--- config.mk ---
export PLATFORM = sky130hd
export DESIGN_NAME = adc
export DESIGN_NICKNAME = d
export VERILOG_FILES = /design/src/adc_pkg.sv /design/src/intan_pkg.sv /design/src/adc.sv /design/src/cmd_decode.sv /design/src/intan.sv /design/src/intan_spi.sv /design/src/sample_fifo.sv /design/src/stat_merge.sv
export SDC_FILE = /design/constraint.sdc
export NUM_CORES = 1
export LEC_CHECK = 0
export BUFFER_PORTS_ARGS = -buffer_cell sky130_fd_sc_hd__buf_4
export CORE_AREA = 4 4 356 358
export CTS_CLUSTER_SIZE = 20
export DETAILED_ROUTE_END_ITERATION = 7
export DIE_AREA = 0 0 360 362
export PLACE_DENSITY = 0.59
export SLEW_MARGIN = 20
export SYNTH_ARGS = -nofsm -noshare
export SYNTH_HDL_FRONTEND = slang
export SYNTH_SLANG_ARGS = --single-unit
--- constraint.sdc ---
create_clock -name clk -period 9.5 [get_ports clk]
set_input_delay 1.9 -clock clk [delete_from_list [all_inputs] [get_ports clk]]
set_output_delay 1.9 -clock clk [all_outputs]
set_load 0.05 [all_outputs]
--- src/adc_pkg.sv ---
package adc_pkg;

    localparam int NUM_CHIPS  = 4;
    localparam int NUM_CH     = 4;                   // Channels per conv sequence.
    localparam int FIFO_DEPTH = 8;
    localparam int FIFO_PTR_W = $clog2(FIFO_DEPTH);

    // Fields taken from data_cmd[23:12] on fs_conf.
    typedef struct packed {
        logic [3:0] freq_samp;                       // data_cmd[23:20].
        logic [3:0] filt_up;                         // data_cmd[19:16].
        logic [3:0] filt_low;                        // data_cmd[15:12].
    } cmd_cfg_t;

    // Host status word.
    typedef struct packed {
        logic [15:0] device_temp;                    // Average of the chip temperatures.
        logic [7:0]  device_type;                    // Chip 3 in the top pair.
        logic [3:0]  device_stat;                    // One health bit per chip.
        logic [3:0]  rsvd;
    } stat_word_t;

endpackage

--- src/intan_pkg.sv ---
package intan_pkg;

    // Opcodes in the top two bits of a command word.
    localparam logic [1:0] OP_CONVERT   = 2'b00;
    localparam logic [1:0] OP_CALIBRATE = 2'b01;
    localparam logic [1:0] OP_WRITE     = 2'b10;
    localparam logic [1:0] OP_READ      = 2'b11;

    localparam logic [5:0] REG_FS       = 6'd5;
    localparam logic [5:0] REG_FILT_UP  = 6'd8;
    localparam logic [5:0] REG_FILT_LOW = 6'd12;
    localparam logic [5:0] REG_ID       = 6'd63;

    localparam logic [5:0] TEMP_CH   = 6'd48;        // Temperature sensor channel.
    localparam logic [7:0] ID_VALID  = 8'hff;
    localparam int         SCLK_HALF = 1;            // SPI clock half period in clk cycles.

    // Results come back two words late.
    localparam int DUMMY_WORDS = 2;

    // Sequence codes, also the bit index of the done levels.
    localparam logic [1:0] SEQ_INIT = 2'd0;
    localparam logic [1:0] SEQ_TYPE = 2'd1;
    localparam logic [1:0] SEQ_CONF = 2'd2;
    localparam logic [1:0] SEQ_CONV = 2'd3;

    localparam logic [1:0] ST_IDLE = 2'd0;
    localparam logic [1:0] ST_GAP  = 2'd1;
    localparam logic [1:0] ST_XFER = 2'd2;

    // Destination of a returned word.
    localparam logic [2:0] TAG_NONE   = 3'd0;
    localparam logic [2:0] TAG_TEMP   = 3'd1;
    localparam logic [2:0] TAG_TYPE   = 3'd2;
    localparam logic [2:0] TAG_CHECK  = 3'd3;
    localparam logic [2:0] TAG_SAMPLE = 3'd4;

    typedef struct packed {
        logic [1:0] op;
        logic [5:0] ch;
        logic [7:0] rsvd;
    } conv_t;

    typedef struct packed {
        logic [1:0] op;
        logic [5:0] addr;
        logic [7:0] data;
    } reg_t;

    typedef union packed {
        conv_t conv;
        reg_t  regs;
    } spi_cmd_u;

endpackage

--- src/adc.sv ---
`timescale 1ns/1ps

module adc
    import adc_pkg::*;
(
    input  logic                    clk,
    input  logic                    arst_n,
    input  logic                    fs_init,
    input  logic                    fs_type,
    input  logic                    fs_conf,
    input  logic                    fs_conv,
    output logic                    fd_init,
    output logic                    fd_type,
    output logic                    fd_conf,
    output logic                    fd_conv,
    input  logic [31:0]             data_cmd,
    output stat_word_t              data_stat,
    input  logic [NUM_CHIPS-1:0]    spi_miso,
    output logic [NUM_CHIPS-1:0]    spi_mosi,
    output logic [NUM_CHIPS-1:0]    spi_sclk,
    output logic [NUM_CHIPS-1:0]    spi_cs,
    input  logic [NUM_CHIPS-1:0]    fifo_rxen,
    output logic [16*NUM_CHIPS-1:0] fifo_rxd
);

    cmd_cfg_t                   cfg;
    logic [NUM_CHIPS-1:0]       dn_init, dn_type, dn_conf, dn_conv;
    logic [NUM_CHIPS-1:0][15:0] temps, samples;
    logic [2*NUM_CHIPS-1:0]     types;
    logic [NUM_CHIPS-1:0]       ok, push;

    cmd_decode decode_i (
        .clk(clk), .arst_n(arst_n), .fs_conf(fs_conf), .data_cmd(data_cmd), .cfg(cfg)
    );

    for (genvar i = 0; i < NUM_CHIPS; i++) begin : g_chip
        intan chip_i (
            .clk(clk), .arst_n(arst_n),
            .fs_init(fs_init), .fs_type(fs_type), .fs_conf(fs_conf), .fs_conv(fs_conv),
            .cfg(cfg),
            .fd_init(dn_init[i]), .fd_type(dn_type[i]),
            .fd_conf(dn_conf[i]), .fd_conv(dn_conv[i]),
            .chip_temp(temps[i]), .chip_type(types[2*i +: 2]), .chip_ok(ok[i]),
            .sample(samples[i]), .sample_push(push[i]),
            .spi_miso(spi_miso[i]), .spi_mosi(spi_mosi[i]),
            .spi_sclk(spi_sclk[i]), .spi_cs(spi_cs[i])
        );

        sample_fifo fifo_i (
            .clk(clk), .arst_n(arst_n),
            .push(push[i]), .push_data(samples[i]),
            .pop(fifo_rxen[i]), .head(fifo_rxd[16*i +: 16])
        );
    end

    stat_merge merge_i (
        .clk(clk), .arst_n(arst_n),
        .done_init(dn_init), .done_type(dn_type), .done_conf(dn_conf), .done_conv(dn_conv),
        .chip_temps(temps), .chip_types(types), .chip_ok(ok),
        .fd_init(fd_init), .fd_type(fd_type), .fd_conf(fd_conf), .fd_conv(fd_conv),
        .data_stat(data_stat)
    );

    a_strobe_onehot: assert property (@(posedge clk) disable iff (!arst_n)
        $onehot0({fs_init, fs_type, fs_conf, fs_conv}))
        else $error("More than one host strobe in one cycle.");

endmodule

--- src/cmd_decode.sv ---
`timescale 1ns/1ps

module cmd_decode
    import adc_pkg::*;
(
    input  logic        clk,
    input  logic        arst_n,
    input  logic        fs_conf,
    input  logic [31:0] data_cmd,
    output cmd_cfg_t    cfg
);

    // Held until the next fs_conf so a running sequence keeps its codes.
    always_ff @(posedge clk or negedge arst_n) begin
        if (!arst_n) begin
            cfg <= '0;
        end else if (fs_conf) begin
            cfg.freq_samp <= data_cmd[23:20];
            cfg.filt_up   <= data_cmd[19:16];
            cfg.filt_low  <= data_cmd[15:12];
        end
    end

endmodule

--- src/intan.sv ---
`timescale 1ns/1ps

module intan
    import adc_pkg::*, intan_pkg::*;
(
    input  logic        clk,
    input  logic        arst_n,
    input  logic        fs_init,
    input  logic        fs_type,
    input  logic        fs_conf,
    input  logic        fs_conv,
    input  cmd_cfg_t    cfg,
    output logic        fd_init,
    output logic        fd_type,
    output logic        fd_conf,
    output logic        fd_conv,
    output logic [15:0] chip_temp,
    output logic [1:0]  chip_type,
    output logic        chip_ok,
    output logic [15:0] sample,
    output logic        sample_push,
    input  logic        spi_miso,
    output logic        spi_mosi,
    output logic        spi_sclk,
    output logic        spi_cs
);

    logic [1:0]  state, seq, cfg_k;
    logic [3:0]  idx, nwords;
    logic [3:0]  fd_vec;
    logic [2:0]  cur_tag, tag_p1, tag_p2;
    logic [7:0]  cur_exp, exp_p1, exp_p2;
    logic [15:0] rx_word;
    logic [2:0]  push_cnt;
    logic        strobe, go, last, start, busy, done, id_ok, rb_bad;
    spi_cmd_u    cmd;

    assign strobe = fs_init | fs_type | fs_conf | fs_conv;
    assign go     = strobe && (state == ST_IDLE);
    assign last   = (state == ST_GAP) && (idx == nwords);
    assign start  = (state == ST_XFER) && !busy && !done;  // After one idle cycle in ST_GAP.
    assign {fd_conv, fd_conf, fd_type, fd_init} = fd_vec;

    always_comb begin
        case (seq)
            SEQ_INIT: nwords = 4'(2 + DUMMY_WORDS);
            SEQ_TYPE: nwords = 4'(1 + DUMMY_WORDS);
            SEQ_CONF: nwords = 4'(6 + DUMMY_WORDS);
            default:  nwords = 4'(NUM_CH + DUMMY_WORDS);
        endcase
    end

    // Command word and the tag of the result it will return.
    always_comb begin
        cmd     = '0;
        cur_tag = TAG_NONE;
        cur_exp = '0;
        cfg_k   = (idx < 4'd3) ? idx[1:0] : 2'(idx - 4'd3);
        if (idx >= nwords - 4'(DUMMY_WORDS)) begin
            cmd.regs.op   = OP_READ;                 // Dummy word.
            cmd.regs.addr = REG_ID;
        end else begin
            case (seq)
                SEQ_INIT: begin
                    cmd.conv.op = (idx == 4'd0) ? OP_CALIBRATE : OP_CONVERT;
                    if (idx != 4'd0) begin
                        cmd.conv.ch = TEMP_CH;
                        cur_tag     = TAG_TEMP;
                    end
                end
                SEQ_TYPE: begin
                    cmd.regs.op   = OP_READ;
                    cmd.regs.addr = REG_ID;
                    cur_tag       = TAG_TYPE;
                end
                SEQ_CONF: begin
                    case (cfg_k)
                        2'd0:    cur_exp = {4'h0, cfg.freq_samp};
                        2'd1:    cur_exp = {4'h0, cfg.filt_up};
                        default: cur_exp = {4'h0, cfg.filt_low};
                    endcase
                    cmd.regs.addr = (cfg_k == 2'd0) ? REG_FS :
                                    (cfg_k == 2'd1) ? REG_FILT_UP : REG_FILT_LOW;
                    if (idx < 4'd3) begin
                        cmd.regs.op   = OP_WRITE;
                        cmd.regs.data = cur_exp;
                    end else begin
                        cmd.regs.op = OP_READ;
                        cur_tag     = TAG_CHECK;
                    end
                end
                default: begin
                    cmd.conv.op = OP_CONVERT;
                    cmd.conv.ch = 6'(idx);
                    cur_tag     = TAG_SAMPLE;
                end
            endcase
        end
    end

    always_ff @(posedge clk or negedge arst_n) begin
        if (!arst_n) begin
            state  <= ST_IDLE;
            seq    <= SEQ_INIT;
            idx    <= '0;
            fd_vec <= '0;
            tag_p1 <= TAG_NONE;
            tag_p2 <= TAG_NONE;
            exp_p1 <= '0;
            exp_p2 <= '0;
        end else begin
            if (strobe) fd_vec <= '0;
            case (state)
                ST_IDLE: if (go) begin
                    state  <= ST_GAP;
                    idx    <= '0;
                    seq    <= fs_type ? SEQ_TYPE : fs_conf ? SEQ_CONF :
                              fs_conv ? SEQ_CONV : SEQ_INIT;
                    tag_p1 <= TAG_NONE;
                    tag_p2 <= TAG_NONE;
                end
                ST_GAP: begin
                    state <= last ? ST_IDLE : ST_XFER;
                    if (last) fd_vec[seq] <= 1'b1;
                end
                default: if (done) begin
                    state  <= ST_GAP;
                    idx    <= idx + 4'd1;
                    tag_p2 <= tag_p1;
                    tag_p1 <= cur_tag;
                    exp_p2 <= exp_p1;
                    exp_p1 <= cur_exp;
                end
            endcase
        end
    end

    // Route the word returned for the command sent two words earlier.
    always_ff @(posedge clk or negedge arst_n) begin
        if (!arst_n) begin
            chip_temp   <= '0;
            chip_type   <= '0;
            chip_ok     <= 1'b0;
            id_ok       <= 1'b0;
            rb_bad      <= 1'b0;
            sample_push <= 1'b0;
            push_cnt    <= '0;
        end else begin
            sample_push <= 1'b0;
            if (fs_type) begin
                id_ok   <= 1'b0;
                chip_ok <= 1'b0;
            end
            if (go && fs_conf) rb_bad <= 1'b0;
            if (go && fs_conv) push_cnt <= '0;
            if (done) begin
                case (tag_p2)
                    TAG_TEMP:  chip_temp <= rx_word;
                    TAG_TYPE: begin
                        chip_type <= rx_word[1:0];
                        id_ok     <= |(rx_word[7:0] & ID_VALID);
                    end
                    TAG_CHECK: if (rx_word[7:0] != exp_p2) rb_bad <= 1'b1;
                    TAG_SAMPLE: begin
                        sample_push <= 1'b1;
                        push_cnt    <= push_cnt + 3'd1;
                    end
                    default: ;
                endcase
            end
            if (last && seq == SEQ_CONF) chip_ok <= id_ok & ~rb_bad;
        end
    end

    always_ff @(posedge clk) begin
        if (done && tag_p2 == TAG_SAMPLE) sample <= rx_word;
    end

    intan_spi spi_i (
        .clk      (clk),
        .arst_n   (arst_n),
        .start    (start),
        .tx_word  (cmd),
        .rx_word  (rx_word),
        .busy     (busy),
        .done     (done),
        .spi_miso (spi_miso),
        .spi_mosi (spi_mosi),
        .spi_sclk (spi_sclk),
        .spi_cs   (spi_cs)
    );

    a_push_conv: assert property (@(posedge clk) disable iff (!arst_n)
        sample_push |-> (seq == SEQ_CONV) && (state != ST_IDLE))
        else $error("sample_push outside a conv sequence.");

    a_push_max: assert property (@(posedge clk) disable iff (!arst_n)
        push_cnt <= 3'(NUM_CH))
        else $error("Too many samples in one conv sequence.");

endmodule

--- src/intan_spi.sv ---
`timescale 1ns/1ps

module intan_spi
    import intan_pkg::*;
(
    input  logic        clk,
    input  logic        arst_n,
    input  logic        start,
    input  logic [15:0] tx_word,
    output logic [15:0] rx_word,
    output logic        busy,
    output logic        done,
    input  logic        spi_miso,
    output logic        spi_mosi,
    output logic        spi_sclk,
    output logic        spi_cs
);

    logic [3:0]  hcnt;
    logic [3:0]  bit_cnt;
    logic [15:0] tx_sh;
    logic [15:0] rx_sh;
    logic        tick;

    assign tick    = busy && (hcnt == 4'(SCLK_HALF - 1));
    assign rx_word = rx_sh;

    always_ff @(posedge clk or negedge arst_n) begin
        if (!arst_n) begin
            busy     <= 1'b0;
            done     <= 1'b0;
            hcnt     <= '0;
            bit_cnt  <= '0;
            spi_cs   <= 1'b1;
            spi_sclk <= 1'b0;
            spi_mosi <= 1'b0;
        end else begin
            done <= 1'b0;
            if (start && !busy) begin
                busy     <= 1'b1;
                spi_cs   <= 1'b0;
                spi_mosi <= tx_word[15];             // MSB first.
                bit_cnt  <= '0;
                hcnt     <= '0;
            end else if (busy) begin
                hcnt <= tick ? '0 : hcnt + 4'd1;
                if (tick) begin
                    spi_sclk <= ~spi_sclk;
                    if (spi_sclk) begin              // Falling edge.
                        if (bit_cnt == 4'd15) begin
                            busy     <= 1'b0;
                            done     <= 1'b1;
                            spi_cs   <= 1'b1;
                            spi_mosi <= 1'b0;
                        end else begin
                            bit_cnt  <= bit_cnt + 4'd1;
                            spi_mosi <= tx_sh[14];
                        end
                    end
                end
            end
        end
    end

    // Shift registers carry payload only.
    always_ff @(posedge clk) begin
        if (start && !busy) begin
            tx_sh <= tx_word;
        end else if (tick && spi_sclk) begin
            tx_sh <= {tx_sh[14:0], 1'b0};
        end
        if (tick && !spi_sclk) begin
            rx_sh <= {rx_sh[14:0], spi_miso};        // Sampled on the rising edge.
        end
    end

    a_start_idle: assert property (@(posedge clk) disable iff (!arst_n) start |-> !busy)
        else $error("intan_spi start while busy.");

endmodule

--- src/sample_fifo.sv ---
`timescale 1ns/1ps

module sample_fifo
    import adc_pkg::*;
(
    input  logic        clk,
    input  logic        arst_n,
    input  logic        push,
    input  logic [15:0] push_data,
    input  logic        pop,
    output logic [15:0] head
);

    logic [15:0]           mem [FIFO_DEPTH];
    logic [FIFO_PTR_W-1:0] wr_ptr, rd_ptr;
    logic [FIFO_PTR_W:0]   count;
    logic                  do_push, do_pop;

    assign do_push = push && (count != (FIFO_PTR_W + 1)'(FIFO_DEPTH));  // Dropped when full.
    assign do_pop  = pop && (count != '0);
    assign head    = (count == '0) ? '0 : mem[rd_ptr];

    always_ff @(posedge clk or negedge arst_n) begin
        if (!arst_n) begin
            wr_ptr <= '0;
            rd_ptr <= '0;
            count  <= '0;
        end else begin
            if (do_push) wr_ptr <= wr_ptr + FIFO_PTR_W'(1);
            if (do_pop)  rd_ptr <= rd_ptr + FIFO_PTR_W'(1);
            count <= count + (FIFO_PTR_W + 1)'(do_push) - (FIFO_PTR_W + 1)'(do_pop);
        end
    end

    always_ff @(posedge clk) begin
        if (do_push) mem[wr_ptr] <= push_data;
    end

    a_no_overflow: assert property (@(posedge clk) disable iff (!arst_n)
        push |-> count != (FIFO_PTR_W + 1)'(FIFO_DEPTH))
        else $error("Sample pushed into a full FIFO.");

    a_no_underflow: assert property (@(posedge clk) disable iff (!arst_n)
        pop |-> count != '0)
        else $error("Pop from an empty FIFO.");

endmodule

--- src/stat_merge.sv ---
`timescale 1ns/1ps

module stat_merge
    import adc_pkg::*;
(
    input  logic                      clk,
    input  logic                      arst_n,
    input  logic [NUM_CHIPS-1:0]      done_init,
    input  logic [NUM_CHIPS-1:0]      done_type,
    input  logic [NUM_CHIPS-1:0]      done_conf,
    input  logic [NUM_CHIPS-1:0]      done_conv,
    input  logic [NUM_CHIPS-1:0][15:0] chip_temps,
    input  logic [2*NUM_CHIPS-1:0]    chip_types,
    input  logic [NUM_CHIPS-1:0]      chip_ok,
    output logic                      fd_init,
    output logic                      fd_type,
    output logic                      fd_conf,
    output logic                      fd_conv,
    output stat_word_t                data_stat
);

    logic [17:0] temp_sum;

    always_comb begin
        temp_sum = '0;
        for (int i = 0; i < NUM_CHIPS; i++) begin
            temp_sum = temp_sum + 18'(chip_temps[i]);
        end
    end

    always_ff @(posedge clk or negedge arst_n) begin
        if (!arst_n) begin
            {fd_init, fd_type, fd_conf, fd_conv} <= '0;
            data_stat <= '0;
        end else begin
            fd_init <= &done_init;                   // All chips finished.
            fd_type <= &done_type;
            fd_conf <= &done_conf;
            fd_conv <= &done_conv;
            data_stat.device_temp <= temp_sum[17:2]; // Sum of four, divided by four.
            data_stat.device_type <= chip_types;
            data_stat.device_stat <= chip_ok;
            data_stat.rsvd        <= '0;
        end
    end

endmodule

==> results.cfg <==
[setup_path]
worstRegToRegCells = 18
cp_top_family = multiplexers
end_kind = output port
r2r_end = merge_i.data_stat[29]$_DFF_PN0_
critical_path_class = reg -> out
critPathMostFrequentCell = buf_4
rr_startpoint = g_chip[0].chip_i.chip_temp[0]$_DFFE_PN0P_
cp_max_fo = 22
crit_chain = buf_4 > mux4_2 > mux2i_1 > nor2_1 > buf_4
path_buf_inv = 2
worstPathRequired_ns = 7.60
crit_arrival_ns = 2.95
slowest_delay_ns = 0.62
crit_path_start = g_chip[2].fifo_i.rd_ptr[0]$_DFFE_PN0P_
rrSetupSlack_ns = 4.98
critPathSlowestCell = dfrtp_2
startpoint_type = flop

[place]
place_congestion = 0.786
port-buffer-count = 133
dpl.hpwl_mm = 58.5
dp.cells = 4489
placed_cell_area_mm2 = 0.0460

[layout]
final_common_cell = edfxtp_1
fin_cells = 4692
fin_nets = 3141
ff_latch_area_mm2 = 0.0292
multi_input_area_mm2 = 0.0131
n_fill_cell = 11300
final_cell_mix = 700 x edfxtp_1, 316 x dfrtp_1, 211 x nand2_1, 208 x nor2_1, 157 x buf_4
diodes = 0
drive_above_1_share_pct = 19.7
area_growth_pct = 15.3
final_area_mm2 = 0.0497

[synth]
synth_top_area_share_pct = 48.8
ys_ff_latch = 1028
post_synth_instance_area_mm2 = 0.0431
async_reset_ff_share_pct = 31.9
syn_area_per_cell_um2 = 15.3
yosys.cell_types.count = 77
yosys_warnings = 0
yosysTopAreaCell = edfxtp_1
netlist_top_cells_area = edfxtp_1 49%, dfrtp_1 19%, mux4_2 6.7%
synth.yosys.seq_area_share_pct = 67.9
ys.flop_type = edfxtp_1
synth_edf_count = 700
syn_inst = 2814

[detailed_routing]
ant_nets = 0
vias = 22900
drt_iter0_drc = 1431
finalWirelength_mm = 90.3
drc = 0
routedWlPerCell_um = 19.2
via_per_inst = 4.88
first_pass_iters = 5

[global_routing]
grt_pass1_vias = 23300
grt_usage_pct = 13.7
grt_pass1_wl_mm = 141
grt_overflow = 0
grt_start_max_net_pins = 140
antenna_found_initial = 1

[sta]
grt_setup_unrepaired = false
finClkSkew_ns = 0.0189
clock.fmax_mhz = 206
worst-slew-pin-transition_ns = 1.11
slew_violations = 0
setup_violations = 0
period_minus_slack_ns = 4.85
fin_setup_tns_ns = 0
whs_ns = 0.374
period_share_pct = 51.0
hold_violations = 0
max_slew_margin_pct = 25.7

[cts]
cts-buffers-inserted = 105
root_buffer = clkbuf_16
clock_latency_ns = 0.67
cts_resized = 0
cts_num_sinks = 1028
cts.clk_slew.worst_paths_ns = 0.06
htree_levels = 3
cts_hold_buf = 0
clockBufferDepth = 3
cts_setup_buffers = 0
cts_tree = yes

[power_and_ir_drop]
p_leak_nw = 19.0
ir_drop_v = 0.000298
pwr_density_cell_mw_per_mm2 = 270

[floorplan]
die_h_um = 362
die_area_mm2 = 0.130
die_w_um = 360
num_rows = 129
start_util_pct = 34.9
coreArea_mm2 = 0.123
io_pins = 158

[hold_path]
min_from = g_chip[2].chip_i.chip_type[0]$_DFFE_PN0P_
hold_depth = 0
hp-class = reg -> reg
min_delay_worst_endpoint = merge_i.data_stat[12]$_DFF_PN0_

[run_status]
status = complete, no violations

[flow_run]
maxCapViolations = 0
[stage by stage]
step	power [mW]	utilization [%]	setup slack, ns
floorplan	8.34	-	5.70
global placement	9.37	37.3	5.10
detailed placement	9.41	37.3	5.00
CTS	13.6	40.2	4.51
global route	14.1	40.3	4.42
finish	13.4	40.3	4.65
[kinds of logic (layout without fill, tap and decap cells)]
group | after synthesis | after routing | share of synthesized area (%)
flops | 1028 | 1028 | 67.9
simple gates | 677 | 677 | 7.49
compound gates | 341 | 341 | 5.36
mux | 284 | 284 | 10.5
buf+inv | 249 | 487 | 2.43
fa+ha+maj | 133 | 133 | 4.23
xor+xnor | 101 | 101 | 2.07
other cells | 1 | 4 | 0.00871
[synth_stat cells (21+ instances only)]
cell type	instances
xnor2_1	52
nor2_1	232
fa_1	21
mux2_2	64
dfrtp_1	324
nand2b_1	38
mux4_2	128
a21o_1	24
nor3_1	26
o21ai_0	76
edfxtp_1	700
and2_1	28
xor2_1	48
clkbuf_1	69
a21oi_1	78
nand3_1	29
inv_1	124
mux2i_1	91
buf_2	35
a22o_1	71
nand2_1	211
ha_1	112
[flip-flops by register name, indices dropped and copies added (netlist names), 12 cells and up]
signal                       flops
decode_i.cfg                    12
g_chip.chip_i.chip_temp         64
g_chip.chip_i.exp_p1            16
g_chip.chip_i.exp_p2            16
g_chip.chip_i.fd_vec            16
g_chip.chip_i.idx               16
g_chip.chip_i.sample            64
g_chip.chip_i.spi_i.bit_cnt     16
g_chip.chip_i.spi_i.hcnt        16
g_chip.chip_i.spi_i.rx_word     64
g_chip.chip_i.spi_i.tx_sh       60
g_chip.chip_i.tag_p1            12
g_chip.chip_i.tag_p2            12
g_chip.fifo_i.count             16
g_chip.fifo_i.mem              512
g_chip.fifo_i.rd_ptr            12
g_chip.fifo_i.wr_ptr            12
merge_i.data_stat               28
[layout make-up]
type | count | share of cell area [%]
Clock inverter | 64 | 1.35
Timing Repair Buffer | 163 | 2.55
Clock buffer | 136 | 5.77
Sequential cell | 1028 | 58.9
Inverter | 124 | 0.937
Tap cell | 1637 | 4.12
Multi-Input combinational cell | 1540 | 26.4
[how the worst max path moves through the flow]
| stage | to | slack, ns | depth (start not counted) |
|---|---|---|---|
| after floorplan | fifo_rxd[18] | 5.70 | 5 |
| after global placement | merge_i.data_stat[29]$_DFF_PN0_ | 5.10 | 18 |
| after detailed placement | merge_i.data_stat[29]$_DFF_PN0_ | 5.00 | 18 |
| after CTS | fifo_rxd[47] | 4.51 | 5 |
| after global routing | fifo_rxd[47] | 4.42 | 5 |
| final | fifo_rxd[47] | 4.65 | 5 |
[per-layer routing]
metal	track usage [%]	vias up	wire, µm
met5	0	-	0
met1	20.0	11600	43000
met2	21.7	418	41800
met3	2.06	120	3760
li1	-	10700	-
met4	3.52	0	1740
[report_power, final]
group          internal, mW  switching (mW)  total, mW  leakage [nW]
registers              5.07           0.404       5.47          10.6
clock network          2.44            1.75       4.19          1.73
logic                  1.51            2.26       3.77          6.65
total                  9.02            4.41       13.4          19.0
No activity file was read; power rests on OpenSTA's default activity.
